===== config.mk =====
export PLATFORM = sky130hd
export DESIGN_NAME = rv_result
export DESIGN_NICKNAME = d
export VERILOG_FILES = /design/src/design/rv_exec_pkg.sv /design/src/design/rv_result.sv
export VERILOG_INCLUDE_DIRS = /design/src /design/src/design
export SDC_FILE = /design/constraint.sdc
export NUM_CORES = 1
export LEC_CHECK = 0
export ABC_AREA = 1
export BUFFER_PORTS_ARGS = -buffer_cell sky130_fd_sc_hd__buf_2
export CAP_MARGIN = 20
export CORE_ASPECT_RATIO = 1.25
export CORE_UTILIZATION = 32
export DETAILED_ROUTE_END_ITERATION = 10
export GPL_TIMING_DRIVEN = 0
export PLACE_DENSITY = 0.61
export SYNTH_ARGS = -nofsm -noshare
export SYNTH_HDL_FRONTEND = slang
export SYNTH_SLANG_ARGS = --single-unit

===== constraint.sdc =====
create_clock -name clk -period 4.9 [get_ports clk]
set_clock_uncertainty 0.2 [all_clocks]
set_input_delay 0.735 -clock clk [delete_from_list [all_inputs] [get_ports clk]]
set_output_delay 0.735 -clock clk [all_outputs]
set_load 0.03 [all_outputs]

===== src/design/rvseed_defines.svh =====
`ifndef RVSEED_DEFINES_SVH
`define RVSEED_DEFINES_SVH

// datapath width of the core
`define RV_XLEN 64

// integer register file size
`define RV_REG_COUNT 32

// index width to address RV_REG_COUNT registers
`define RV_REG_IDX_W 5

`endif


===== src/design/rv_exec_pkg.sv =====
package rv_exec_pkg;

    typedef enum logic [4:0] {
        ALU_ADD  = 5'd0,
        ALU_SUB  = 5'd1,
        ALU_AND  = 5'd2,
        ALU_OR   = 5'd3,
        ALU_XOR  = 5'd4,
        ALU_SLT  = 5'd5,
        ALU_SLTU = 5'd6,
        ALU_SLL  = 5'd7,
        ALU_SRL  = 5'd8,
        ALU_SRA  = 5'd9,
        ALU_MUL  = 5'd10,
        ALU_DIVU = 5'd11,
        ALU_REMU = 5'd12,
        ALU_BEQ  = 5'd16,   // compares grouped from 16 up
        ALU_BNE  = 5'd17,
        ALU_BLT  = 5'd18,
        ALU_BGE  = 5'd19,
        ALU_BLTU = 5'd20,
        ALU_BGEU = 5'd21
    } alu_op_e;

    // how the result stage widens the alu output
    typedef enum logic {
        EXT_FULL = 1'b0,
        EXT_WORD = 1'b1
    } ext_mode_e;

endpackage


===== src/design/rv_result.sv =====
`timescale 1ns/100ps
`include "rvseed_defines.svh"

module rv_result (
    input  logic                     clk,
    input  logic                     rst_n,
    input  logic                     instr_valid,
    input  logic [`RV_XLEN-1:0]      alu_res,
    input  logic                     cond,
    input  logic [`RV_REG_IDX_W-1:0] rd_addr_in,
    input  rv_exec_pkg::ext_mode_e   ext_mode,
    input  logic                     writes_rd,
    input  logic                     is_branch,
    input  logic                     illegal_in,
    input  logic [`RV_XLEN-1:0]      pc,
    input  logic [`RV_XLEN-1:0]      imm,
    output logic                     wr_en,
    output logic [`RV_REG_IDX_W-1:0] wr_addr,
    output logic [`RV_XLEN-1:0]      wr_data,
    output logic                     result_valid,
    output logic [`RV_REG_IDX_W-1:0] rd_addr,
    output logic [`RV_XLEN-1:0]      rd_data,
    output logic                     branch_valid,
    output logic                     branch_taken,
    output logic [`RV_XLEN-1:0]      branch_target,
    output logic                     illegal
);

    logic [`RV_XLEN-1:0] res_ext;

    always_comb begin
        case (ext_mode)
            rv_exec_pkg::EXT_WORD: res_ext = {{(`RV_XLEN-32){alu_res[31]}}, alu_res[31:0]};
            default:               res_ext = alu_res;
        endcase
    end

    // regfile write lands on the same edge as the output register
    assign wr_en   = instr_valid & writes_rd;
    assign wr_addr = rd_addr_in;
    assign wr_data = res_ext;

    always_ff @(posedge clk) begin
        if (!rst_n) begin
            result_valid <= 1'b0;
            branch_valid <= 1'b0;
            branch_taken <= 1'b0;
            illegal      <= 1'b0;
        end else begin
            result_valid <= wr_en;                          // one-cycle pulses
            branch_valid <= instr_valid & is_branch;
            branch_taken <= instr_valid & is_branch & cond;
            illegal      <= instr_valid & illegal_in;
        end
    end

    always_ff @(posedge clk) begin
        if (instr_valid) begin
            rd_addr       <= rd_addr_in;
            rd_data       <= res_ext;
            branch_target <= pc + imm;  // imm is the B offset on branches
        end
    end

endmodule


==> reports/results.txt <==
cells taking the most area after synthesis -> edfxtp_1, nand2_1, inv_1
crit path buf inv count -> 3
mapped cell area -> 10600 um^2
yosys warns -> 0
DR DRC count -> 0
CTS tree -> yes
crit path capture type -> output port
Synth cell types -> 26
GRT Total Usage -> 0.230
Die ar. -> 34000 um^2
Tot Pwr -> 4.28 mW
Clock Sinks -> 137
status -> complete, no violations
Die Y -> 206 um
Mapped Nets -> 1807
Filler cells -> 3469
postcts setup bufs -> 0
sequential fraction of the synthesis area -> 0.383
PD cells -> 309 nW/um^2
post-synthesis register bit count -> 137
fmax -> 339 MHz
Final period util -> 0.602
Hold/Removal Path Class -> input pin to flip-flop
crit-path max FO -> 10
Final WS setup -> 1950 ps
Die W -> 165 um
post-synth top area share -> 0.375
final wirelength -> 40300 um
Pre-antenna DRT Iters -> 7
area grow syn2layout -> 30.3%
routed len/inst -> 16.8 um
grt ovf -> 0
Port Buffer Count -> 411
vias in the first global route -> 9725
Crit path max-delay family -> buffers and inverters
Initial Util -> 0.326
most used cell, CP -> buf_2
Worst-path clk slew -> 70 ps
Relative slew margins -> 0.546
Final ANT Viol Nets -> 0
Critical Path Max Stage Delay -> 600 ps
endpoints failing setup -> 0
Post-CTS Resized -> 0
DRT iter0 DRCs -> 659
largest net degree at the start of global routing -> 99
pre-CTS WS -> 1790 ps
Core ar. -> 32700 um^2
DP Wirelength -> 34800 um
Leakage -> 7.96 nW
DR vias/cell -> 4.45
Crit-path slowest cell -> o21ai_0
Ports -> 412
setup tns final -> 0 ps
CP startpoint kind -> input pin
Root Buffer -> clkbuf_16
Syn Inst Count -> 1538
RSZ-0062 raised after global routing -> no
max capacitance violation total -> 0
GPL Wtd Cong -> 1.00
cells along the critical path -> buf_2, clkbuf_1, o21ai_0, buf_2
kind of critical path -> input pin to output port
H-tree Lvls -> 4
first-pass GRT wire length -> 56500 um
cts hold-fix bufs -> 0
layout cells sized above 1 -> 0.271
CP arrival -> 2020 ps
DR vias -> 10.7k
Yosys top cell by area -> edfxtp_1
clk buf depth -> 2
initial antenna violation count -> 2
max-slew violations -> 0
# nets final -> 2238
Required @ worst endpoint -> 3960 ps
Worst-Margin Slew -> 673 ps
Fin. Hold Viols -> 0
Site Rows -> 74
syn_area_per_cell -> 6.92 um^2
Final Critical Period -> 2950 ps
total CTS buffers -> 17
Worst IR Drop VDD -> 0.250 mV
==> cell type report <==
| cell class | count | area [um^2] | share of cell area |
|---|---|---|---|
| clock buffer | 17 | 425 | 0.0307 |
| clock inverter | 15 | 175 | 0.0126 |
| tap | 418 | 523 | 0.0377 |
| sequential | 137 | 4070 | 0.294 |
| timing repair buffer | 412 | 2090 | 0.151 |
| buffer | 43 | 300 | 0.0217 |
| antenna | 2 | 5.00 | 0.000361 |
| multi-input combinational | 1005 | 4940 | 0.356 |
| inverter | 353 | 1330 | 0.0956 |
==> flip-flops by register name, summed over array words and instances, names as in the netlist <==
signal,flops
branch_taken,1
branch_target,64
branch_valid,1
illegal,1
rd_addr,5
rd_data,64
result_valid,1
==> kinds of logic (layout without fill, tap and decap cells) <==
logic type / Yosys count / after routing / synth area share
and+or+nand+nor: 831 / 831 / 0.325
buffers and inverters: 396 / 840 / 0.153
DFF: 137 / 137 / 0.383
AOI/OAI and AO/OA: 78 / 78 / 0.0374
adders and majority gates: 64 / 64 / 0.0760
xor gates and xnor gates: 32 / 32 / 0.0263
other: 0 / 2 / 0
==> Yosys cell counts <==
library cell / n
nor3b_1: 1
ha_1: 63
nand2_2: 24
nor4_2: 2
nand3_1: 48
edfxtp_1: 133
nor2_2: 14
inv_2: 1
a21oi_1: 41
o21ai_0: 34
nand2_1: 596
nor3_1: 12
nand3_2: 11
dfxtp_1: 4
xor2_1: 31
nand4_1: 13
nor2_4: 3
fa_1: 1
inv_1: 352
nor3_2: 1
nor3_4: 1
nor2_1: 105
buf_4: 37
clkbuf_1: 6
xnor2_1: 1
o21bai_1: 3
==> placed cells by master, fill, tap and decap left out, types with 5 or more instances in the layout <==
master | netlist | routed
buf_2 | 0 | 410
nor2_2 | 14 | 14
inv_1 | 352 | 352
buf_4 | 37 | 37
clkbuf_1 | 6 | 6
nand3_1 | 48 | 48
xor2_1 | 31 | 31
ha_1 | 63 | 63
nand2_1 | 596 | 596
nor3_1 | 12 | 12
a21oi_1 | 41 | 41
edfxtp_1 | 133 | 133
nand3_2 | 11 | 11
o21ai_0 | 34 | 34
inv_6 | 0 | 5
nor2_1 | 105 | 105
nand2_2 | 24 | 24
clkbuf_16 | 0 | 17
nand4_1 | 13 | 13
==> worst paths after layout <==
kind / end / start / cells after the start / slack, ps
worst max-delay path: wr_data[62] / ext_mode / 4 / 1950
worst min-delay path: rd_data[19] / alu_res[19] / 1 / 290
==> metal layers <==
layer,wire length [um],vias up,global-route usage,share of wire
met5,24,-,0,0.00060
li1,-,5519,-,-
met4,791,4,0.0662,0.020
met3,2690,43,0.0464,0.067
met2,20000,408,0.404,0.50
met1,16800,4721,0.281,0.42
==> stage by stage <==
stage / std cells / hold slack [ps] / cell area [um^2] / util
2_1_floorplan: 1538 / 634 / 10600 / -
3_3_place_gp: 2367 / 727 / 13200 / 0.404
3_5_place_dp: 2368 / 730 / 13300 / 0.405
4_1_cts: 2400 / 269 / 13900 / 0.424
5_1_grt: 2400 / 268 / 13900 / 0.424
6_report: 2402 / 289 / 13900 / 0.424
==> power breakdown <==
| part | internal (mW) | total [mW] | switching, mW |
|---|---|---|---|
| Clock | 0.730 | 1.34 | 0.610 |
| Combinational | 0.428 | 1.45 | 1.03 |
| Sequential | 1.46 | 1.49 | 0.0324 |
Note: power is estimated with default switching activity, not from simulation.
