--- src/design/rvseed_defines.svh ---
`ifndef RVSEED_DEFINES_SVH
`define RVSEED_DEFINES_SVH

// datapath width of the core
`define RV_XLEN 64

// integer register file size
`define RV_REG_COUNT 32

// index width to address RV_REG_COUNT registers
`define RV_REG_IDX_W 5

`endif

--- src/design/rv_exec_pkg.sv ---
package rv_exec_pkg;

    typedef enum logic [4:0] {
        ALU_ADD  = 5'd0,
        ALU_SUB  = 5'd1,
        ALU_AND  = 5'd2,
        ALU_OR   = 5'd3,
        ALU_XOR  = 5'd4,
        ALU_SLT  = 5'd5,
        ALU_SLTU = 5'd6,
        ALU_SLL  = 5'd7,
        ALU_SRL  = 5'd8,
        ALU_SRA  = 5'd9,
        ALU_MUL  = 5'd10,
        ALU_DIVU = 5'd11,
        ALU_REMU = 5'd12,
        ALU_BEQ  = 5'd16,   // compares grouped from 16 up
        ALU_BNE  = 5'd17,
        ALU_BLT  = 5'd18,
        ALU_BGE  = 5'd19,
        ALU_BLTU = 5'd20,
        ALU_BGEU = 5'd21
    } alu_op_e;

    // how the result stage widens the alu output
    typedef enum logic {
        EXT_FULL = 1'b0,
        EXT_WORD = 1'b1
    } ext_mode_e;

endpackage

--- src/design/rv_isa_pkg.sv ---
package rv_isa_pkg;

    typedef struct packed {
        logic [6:0] funct7;
        logic [4:0] rs2;
        logic [4:0] rs1;
        logic [2:0] funct3;
        logic [4:0] rd;
        logic [6:0] opcode;
    } r_fmt_t;

    typedef struct packed {
        logic [11:0] imm12;     // imm[11:0], shamt lives in the low bits
        logic [4:0]  rs1;
        logic [2:0]  funct3;
        logic [4:0]  rd;
        logic [6:0]  opcode;
    } i_fmt_t;

    typedef struct packed {
        logic        imm12;     // sign bit of the offset
        logic [5:0]  imm10_5;
        logic [4:0]  rs2;
        logic [4:0]  rs1;
        logic [2:0]  funct3;
        logic [3:0]  imm4_1;
        logic        imm11;
        logic [6:0]  opcode;
    } b_fmt_t;

    // one instruction word, three ways to look at it
    typedef union packed {
        r_fmt_t r;
        i_fmt_t i;
        b_fmt_t b;
    } instr_u;

    localparam logic [6:0] OPC_OP        = 7'b0110011;
    localparam logic [6:0] OPC_OP_IMM    = 7'b0010011;
    localparam logic [6:0] OPC_OP_32     = 7'b0111011;
    localparam logic [6:0] OPC_OP_IMM_32 = 7'b0011011;
    localparam logic [6:0] OPC_BRANCH    = 7'b1100011;
    localparam logic [6:0] F7_ALT        = 7'b0100000;  // sub / sra
    localparam logic [6:0] F7_MULDIV     = 7'b0000001;  // M extension

endpackage

--- src/design/rv_decoder.sv ---
`timescale 1ns/100ps
`include "rvseed_defines.svh"

module rv_decoder (
    input  logic [31:0]              instr,
    output logic [`RV_REG_IDX_W-1:0] rs1_addr,
    output logic [`RV_REG_IDX_W-1:0] rs2_addr,
    output logic [`RV_REG_IDX_W-1:0] rd_addr,
    output logic [`RV_XLEN-1:0]      imm,
    output rv_exec_pkg::alu_op_e     alu_op,
    output logic                     use_imm,
    output logic                     word_op,
    output logic                     writes_rd,
    output logic                     is_branch,
    output logic                     illegal,
    output rv_exec_pkg::ext_mode_e   ext_mode
);

    rv_isa_pkg::instr_u iw;
    logic [6:0]         opcode;
    logic [2:0]         funct3;
    logic [6:0]         funct7;

    assign iw       = instr;
    assign opcode   = iw.r.opcode;
    assign funct3   = iw.r.funct3;
    assign funct7   = iw.r.funct7;
    assign rs1_addr = iw.r.rs1;
    assign rs2_addr = iw.b.rs2;     // same bits in R and B
    assign rd_addr  = iw.r.rd;

    // branch offset from the B view, everything else from the I view
    always_comb begin
        if (opcode == rv_isa_pkg::OPC_BRANCH) begin
            imm = {{(`RV_XLEN-12){iw.b.imm12}}, iw.b.imm11, iw.b.imm10_5, iw.b.imm4_1, 1'b0};
        end else begin
            imm = {{(`RV_XLEN-12){iw.i.imm12[11]}}, iw.i.imm12};
        end
    end

    always_comb begin
        alu_op    = rv_exec_pkg::ALU_ADD;
        use_imm   = 1'b0;
        word_op   = 1'b0;
        writes_rd = 1'b1;
        is_branch = 1'b0;
        illegal   = 1'b0;
        ext_mode  = rv_exec_pkg::EXT_FULL;
        case (opcode)
            rv_isa_pkg::OPC_OP: begin
                case ({funct7, funct3})
                    {7'b0000000, 3'b000}: alu_op = rv_exec_pkg::ALU_ADD;
                    {7'b0000000, 3'b001}: alu_op = rv_exec_pkg::ALU_SLL;
                    {7'b0000000, 3'b010}: alu_op = rv_exec_pkg::ALU_SLT;
                    {7'b0000000, 3'b011}: alu_op = rv_exec_pkg::ALU_SLTU;
                    {7'b0000000, 3'b100}: alu_op = rv_exec_pkg::ALU_XOR;
                    {7'b0000000, 3'b101}: alu_op = rv_exec_pkg::ALU_SRL;
                    {7'b0000000, 3'b110}: alu_op = rv_exec_pkg::ALU_OR;
                    {7'b0000000, 3'b111}: alu_op = rv_exec_pkg::ALU_AND;
                    {rv_isa_pkg::F7_ALT, 3'b000}:    alu_op = rv_exec_pkg::ALU_SUB;
                    {rv_isa_pkg::F7_ALT, 3'b101}:    alu_op = rv_exec_pkg::ALU_SRA;
                    {rv_isa_pkg::F7_MULDIV, 3'b000}: alu_op = rv_exec_pkg::ALU_MUL;
                    {rv_isa_pkg::F7_MULDIV, 3'b101}: alu_op = rv_exec_pkg::ALU_DIVU;
                    {rv_isa_pkg::F7_MULDIV, 3'b111}: alu_op = rv_exec_pkg::ALU_REMU;
                    default: illegal = 1'b1;
                endcase
            end
            rv_isa_pkg::OPC_OP_IMM: begin
                use_imm = 1'b1;
                case (funct3)
                    3'b000: alu_op = rv_exec_pkg::ALU_ADD;
                    3'b010: alu_op = rv_exec_pkg::ALU_SLT;
                    3'b011: alu_op = rv_exec_pkg::ALU_SLTU;
                    3'b100: alu_op = rv_exec_pkg::ALU_XOR;
                    3'b110: alu_op = rv_exec_pkg::ALU_OR;
                    3'b111: alu_op = rv_exec_pkg::ALU_AND;
                    3'b001: begin                   // imm[11:6] must be zero
                        alu_op  = rv_exec_pkg::ALU_SLL;
                        illegal = (funct7[6:1] != 6'b0);
                    end
                    default: begin                  // 101, srli or srai
                        if (funct7[6:1] == 6'b0) begin
                            alu_op = rv_exec_pkg::ALU_SRL;
                        end else if (funct7[6:1] == rv_isa_pkg::F7_ALT[6:1]) begin
                            alu_op = rv_exec_pkg::ALU_SRA;
                        end else begin
                            illegal = 1'b1;
                        end
                    end
                endcase
            end
            rv_isa_pkg::OPC_OP_32: begin
                word_op  = 1'b1;
                ext_mode = rv_exec_pkg::EXT_WORD;
                case ({funct7, funct3})
                    {7'b0000000, 3'b000}:         alu_op = rv_exec_pkg::ALU_ADD;
                    {7'b0000000, 3'b001}:         alu_op = rv_exec_pkg::ALU_SLL;
                    {7'b0000000, 3'b101}:         alu_op = rv_exec_pkg::ALU_SRL;
                    {rv_isa_pkg::F7_ALT, 3'b000}: alu_op = rv_exec_pkg::ALU_SUB;
                    {rv_isa_pkg::F7_ALT, 3'b101}: alu_op = rv_exec_pkg::ALU_SRA;
                    default: illegal = 1'b1;
                endcase
            end
            rv_isa_pkg::OPC_OP_IMM_32: begin
                use_imm  = 1'b1;
                word_op  = 1'b1;
                ext_mode = rv_exec_pkg::EXT_WORD;
                case ({(funct3 == 3'b000) ? 7'b0 : funct7, funct3})   // addiw ignores funct7
                    {7'b0000000, 3'b000}:         alu_op = rv_exec_pkg::ALU_ADD;
                    {7'b0000000, 3'b001}:         alu_op = rv_exec_pkg::ALU_SLL;
                    {7'b0000000, 3'b101}:         alu_op = rv_exec_pkg::ALU_SRL;
                    {rv_isa_pkg::F7_ALT, 3'b101}: alu_op = rv_exec_pkg::ALU_SRA;
                    default: illegal = 1'b1;
                endcase
            end
            rv_isa_pkg::OPC_BRANCH: begin
                writes_rd = 1'b0;
                is_branch = 1'b1;
                case (funct3)
                    3'b000:  alu_op = rv_exec_pkg::ALU_BEQ;
                    3'b001:  alu_op = rv_exec_pkg::ALU_BNE;
                    3'b100:  alu_op = rv_exec_pkg::ALU_BLT;
                    3'b101:  alu_op = rv_exec_pkg::ALU_BGE;
                    3'b110:  alu_op = rv_exec_pkg::ALU_BLTU;
                    3'b111:  alu_op = rv_exec_pkg::ALU_BGEU;
                    default: illegal = 1'b1;
                endcase
            end
            default: illegal = 1'b1;
        endcase
        if (illegal) begin
            writes_rd = 1'b0;   // illegal ops have no side effect
            is_branch = 1'b0;
        end
    end

endmodule

--- config.mk ---
export PLATFORM = sky130hd
export DESIGN_NAME = rv_decoder
export DESIGN_NICKNAME = d
export VERILOG_FILES = /design/src/design/rv_exec_pkg.sv /design/src/design/rv_isa_pkg.sv /design/src/design/rv_decoder.sv
export VERILOG_INCLUDE_DIRS = /design/src /design/src/design
export SDC_FILE = /design/constraint.sdc
export NUM_CORES = 1
export LEC_CHECK = 0
export BUFFER_PORTS_ARGS = -buffer_cell sky130_fd_sc_hd__clkbuf_2
export CAP_MARGIN = 0
export CORE_MARGIN = 10
export CORE_UTILIZATION = 35
export DETAILED_ROUTE_END_ITERATION = 7
export MAX_ROUTING_LAYER = met4
export PLACE_DENSITY_LB_ADDON = 0.15
export SETUP_SLACK_MARGIN = 0.5
export SLEW_MARGIN = 10
export SYNTH_ARGS = -nofsm -noshare
export SYNTH_HDL_FRONTEND = slang
export SYNTH_SLANG_ARGS = --single-unit
--- constraint.sdc ---
create_clock -name vclk -period 1.9
set_input_delay 0.285 -clock vclk [all_inputs]
set_output_delay 0.285 -clock vclk [all_outputs]
set_load 0.1 [all_outputs]
==> results.yml <==
worst_setup_path:
  cp_slowest_cell: "or4_4"
  crit_top_cell: "buf_6"
  crit_arrival_ns: 2.12
  crit_path_end_kind: "output port"
  setup.worst_path.class: "input pin to output port"
  slowest_delay_ns: 0.53
  cp_max_fo: 4
  crit_path_start_kind: "input pin"
  required_ns: 1.62
  path_cells: "buf_6 > or4_4 > or2_4 > buf_6 > nor4b_4 > a22oi_2 > nand4_1 > buf_12"
sta:
  rsz0062_at_grt: "yes"
  setup_slack_ns: -0.501
  worst_hold_slack_ns: 0.570
  hold_violations: 0
  relSlewSlack_pct: 54.3
  finalCritPeriodShare_pct: 126
  worst_pin_slew_ns: 0.686
  min_period_ns: 2.40
  fmax_mhz: 416
  drv_slew: 0
  setup_viol: 35
yosys:
  synth.distinct_cells: 48
  synth_area_leaders: "buf_4, nand2_1, nor2_1"
  yosys-top-cells-count: "buf_4, nand2_1, nor2_1"
  syn_inst: 192
  netlist_area_mm2: 0.00131
  yosys.area.top_type: "buf_4"
  yosys_warnings: 0
  syn_avg_cell_area_um2: 6.82
  yosysTopAreaCellShare_pct: 44.1
  yosys.cell_count.top_type: "buf_4"
  synth_nets: 224
  ys_seq_area_share_pct: 0
floorplan:
  coreArea_mm2: 0.00363
  die-width_um: 81.2
  ios: 122
  rows: 22
  die_area_mm2: 0.00659
  dieHeight_um: 81.2
  start_util_pct: 36.1
placed_design:
  placed_cells: 299
  place_area_mm2: 0.00274
  gp_congestion: 0.948
  hpwl_um: 5140
  portBuffers: 112
  place_ws_ns: -0.485
detailed_routing:
  drtIter0Drc: 161
  vias_per_cell: 5.20
  drc: 0
  drt_wl_total_um: 6430
  vias: 1577
  wl_per_cell_um: 21.2
  ant_nets: 0
  dr.pass1.iters: 4
finish:
  register_area_um2: 0
  fin_area_mm2: 0.00295
  n_fill_cell: 205
  syn_to_final_growth_pct: 125
  drive_above_1_share_pct: 71.8
  nNetsFinal: 289
  clkbuf_count: 0
  multi_input_area_um2: 897
  final_cells: 303
  diodes: 0
  seq_cell_count: 0
run:
  drv_cap: 0
grt:
  grt_usage_pct: 17.9
  grt_pass1_vias: 1676
  grt.overflow.total: 0
  grt_antenna_before_repair: 0
  grt_max_degree: 28
  grt_pass1_wl_um: 9110
cts:
  ctsHoldBuffers: 0
power:
  power-per-cell-area_mw_per_mm2: 411
  ir_drop_mv: 0.335
  p_leak_nw: 1.30
min_path:
  hold_class: "input pin to output port"
status:
  violations: "setup timing"
  outcome: "finished with violations"
[path summary, 6_finish.rpt]
check / start / slack (ns) / to / cells past startpoint
max: instr[31] / -0.50 / alu_op[0] / 8
min: instr[19] / 0.57 / rs1_addr[4] / 0
[kinds of logic after synthesis]
| logic type | share of synthesized area (%) |
|---|---|
| AO/OA/AOI/OAI | 16.2 |
| XOR/XNOR | 1.34 |
| buffers and inverters | 50.0 |
| multiplexers | 5.83 |
| AND/OR/NAND/NOR | 26.6 |
[final cells by class]
type | count | share of cell area [%]
timing repair buffer | 149 | 66.9
multi-input combinational | 101 | 30.4
tap | 48 | 2.04
inverter | 5 | 0.637
[critical path, delay by kind of cell]
family | cells | cell delay, ns
buffers and inverters | 3 | 0.43
AND/OR/NAND/NOR | 4 | 1.26
AO/OA/AOI/OAI | 1 | 0.14
[cells in the final DEF, fill, tap and decap left out, drive strengths merged, types with 2 or more instances in the layout]
| master | n |
|---|---|
| a211o | 2 |
| a21oi | 5 |
| a31oi | 2 |
| buf | 111 |
| clkbuf | 38 |
| inv | 5 |
| mux2 | 5 |
| mux2i | 2 |
| nand2 | 13 |
| nand2b | 2 |
| nand3 | 3 |
| nand3b | 2 |
| nand4 | 3 |
| nand4b | 3 |
| nor2 | 13 |
| nor2b | 4 |
| nor3 | 4 |
| nor4 | 5 |
| o21ai | 5 |
| o31ai | 3 |
| o32ai | 3 |
| or2 | 2 |
| or3 | 2 |
| xnor2 | 2 |
[layer usage]
layer  vias up  global-route usage (%)  share of wire, %
li1        725                       -                 -
met2       108                    31.6                53
met3        12                    9.05                13
met5         -                       -                 0
met1       732                    17.8                32
met4         0                    2.25               1.8
[power breakdown]
group | switching [mW] | leakage, nW | internal [mW] | total, mW
Clock | 0 | 0 | 0 | 0
Combinational | 0.841 | 1.30 | 0.372 | 1.21
Sequential | 0 | 0 | 0 | 0
[per-stage QoR]
step                TNS, ns  power (mW)  utilization, %
detailed placement    -4.79        1.18            75.3
global placement      -3.92        1.17            75.3
CTS                   -4.41        1.20            78.7
finish                -4.53        1.21            81.1
floorplan             -4.30       0.914               -
global route          -6.23        1.24            81.1
[what timing repair did]
| action | CTS | global route |
|---|---|---|
| buffers inserted | 2 | 2 |
| setup endpoints to repair | 71 | 69 |
| gates resized for setup | 23 | 19 |
| pin swaps | 10 | 4 |
No activity file was read; power rests on OpenSTA's default activity.
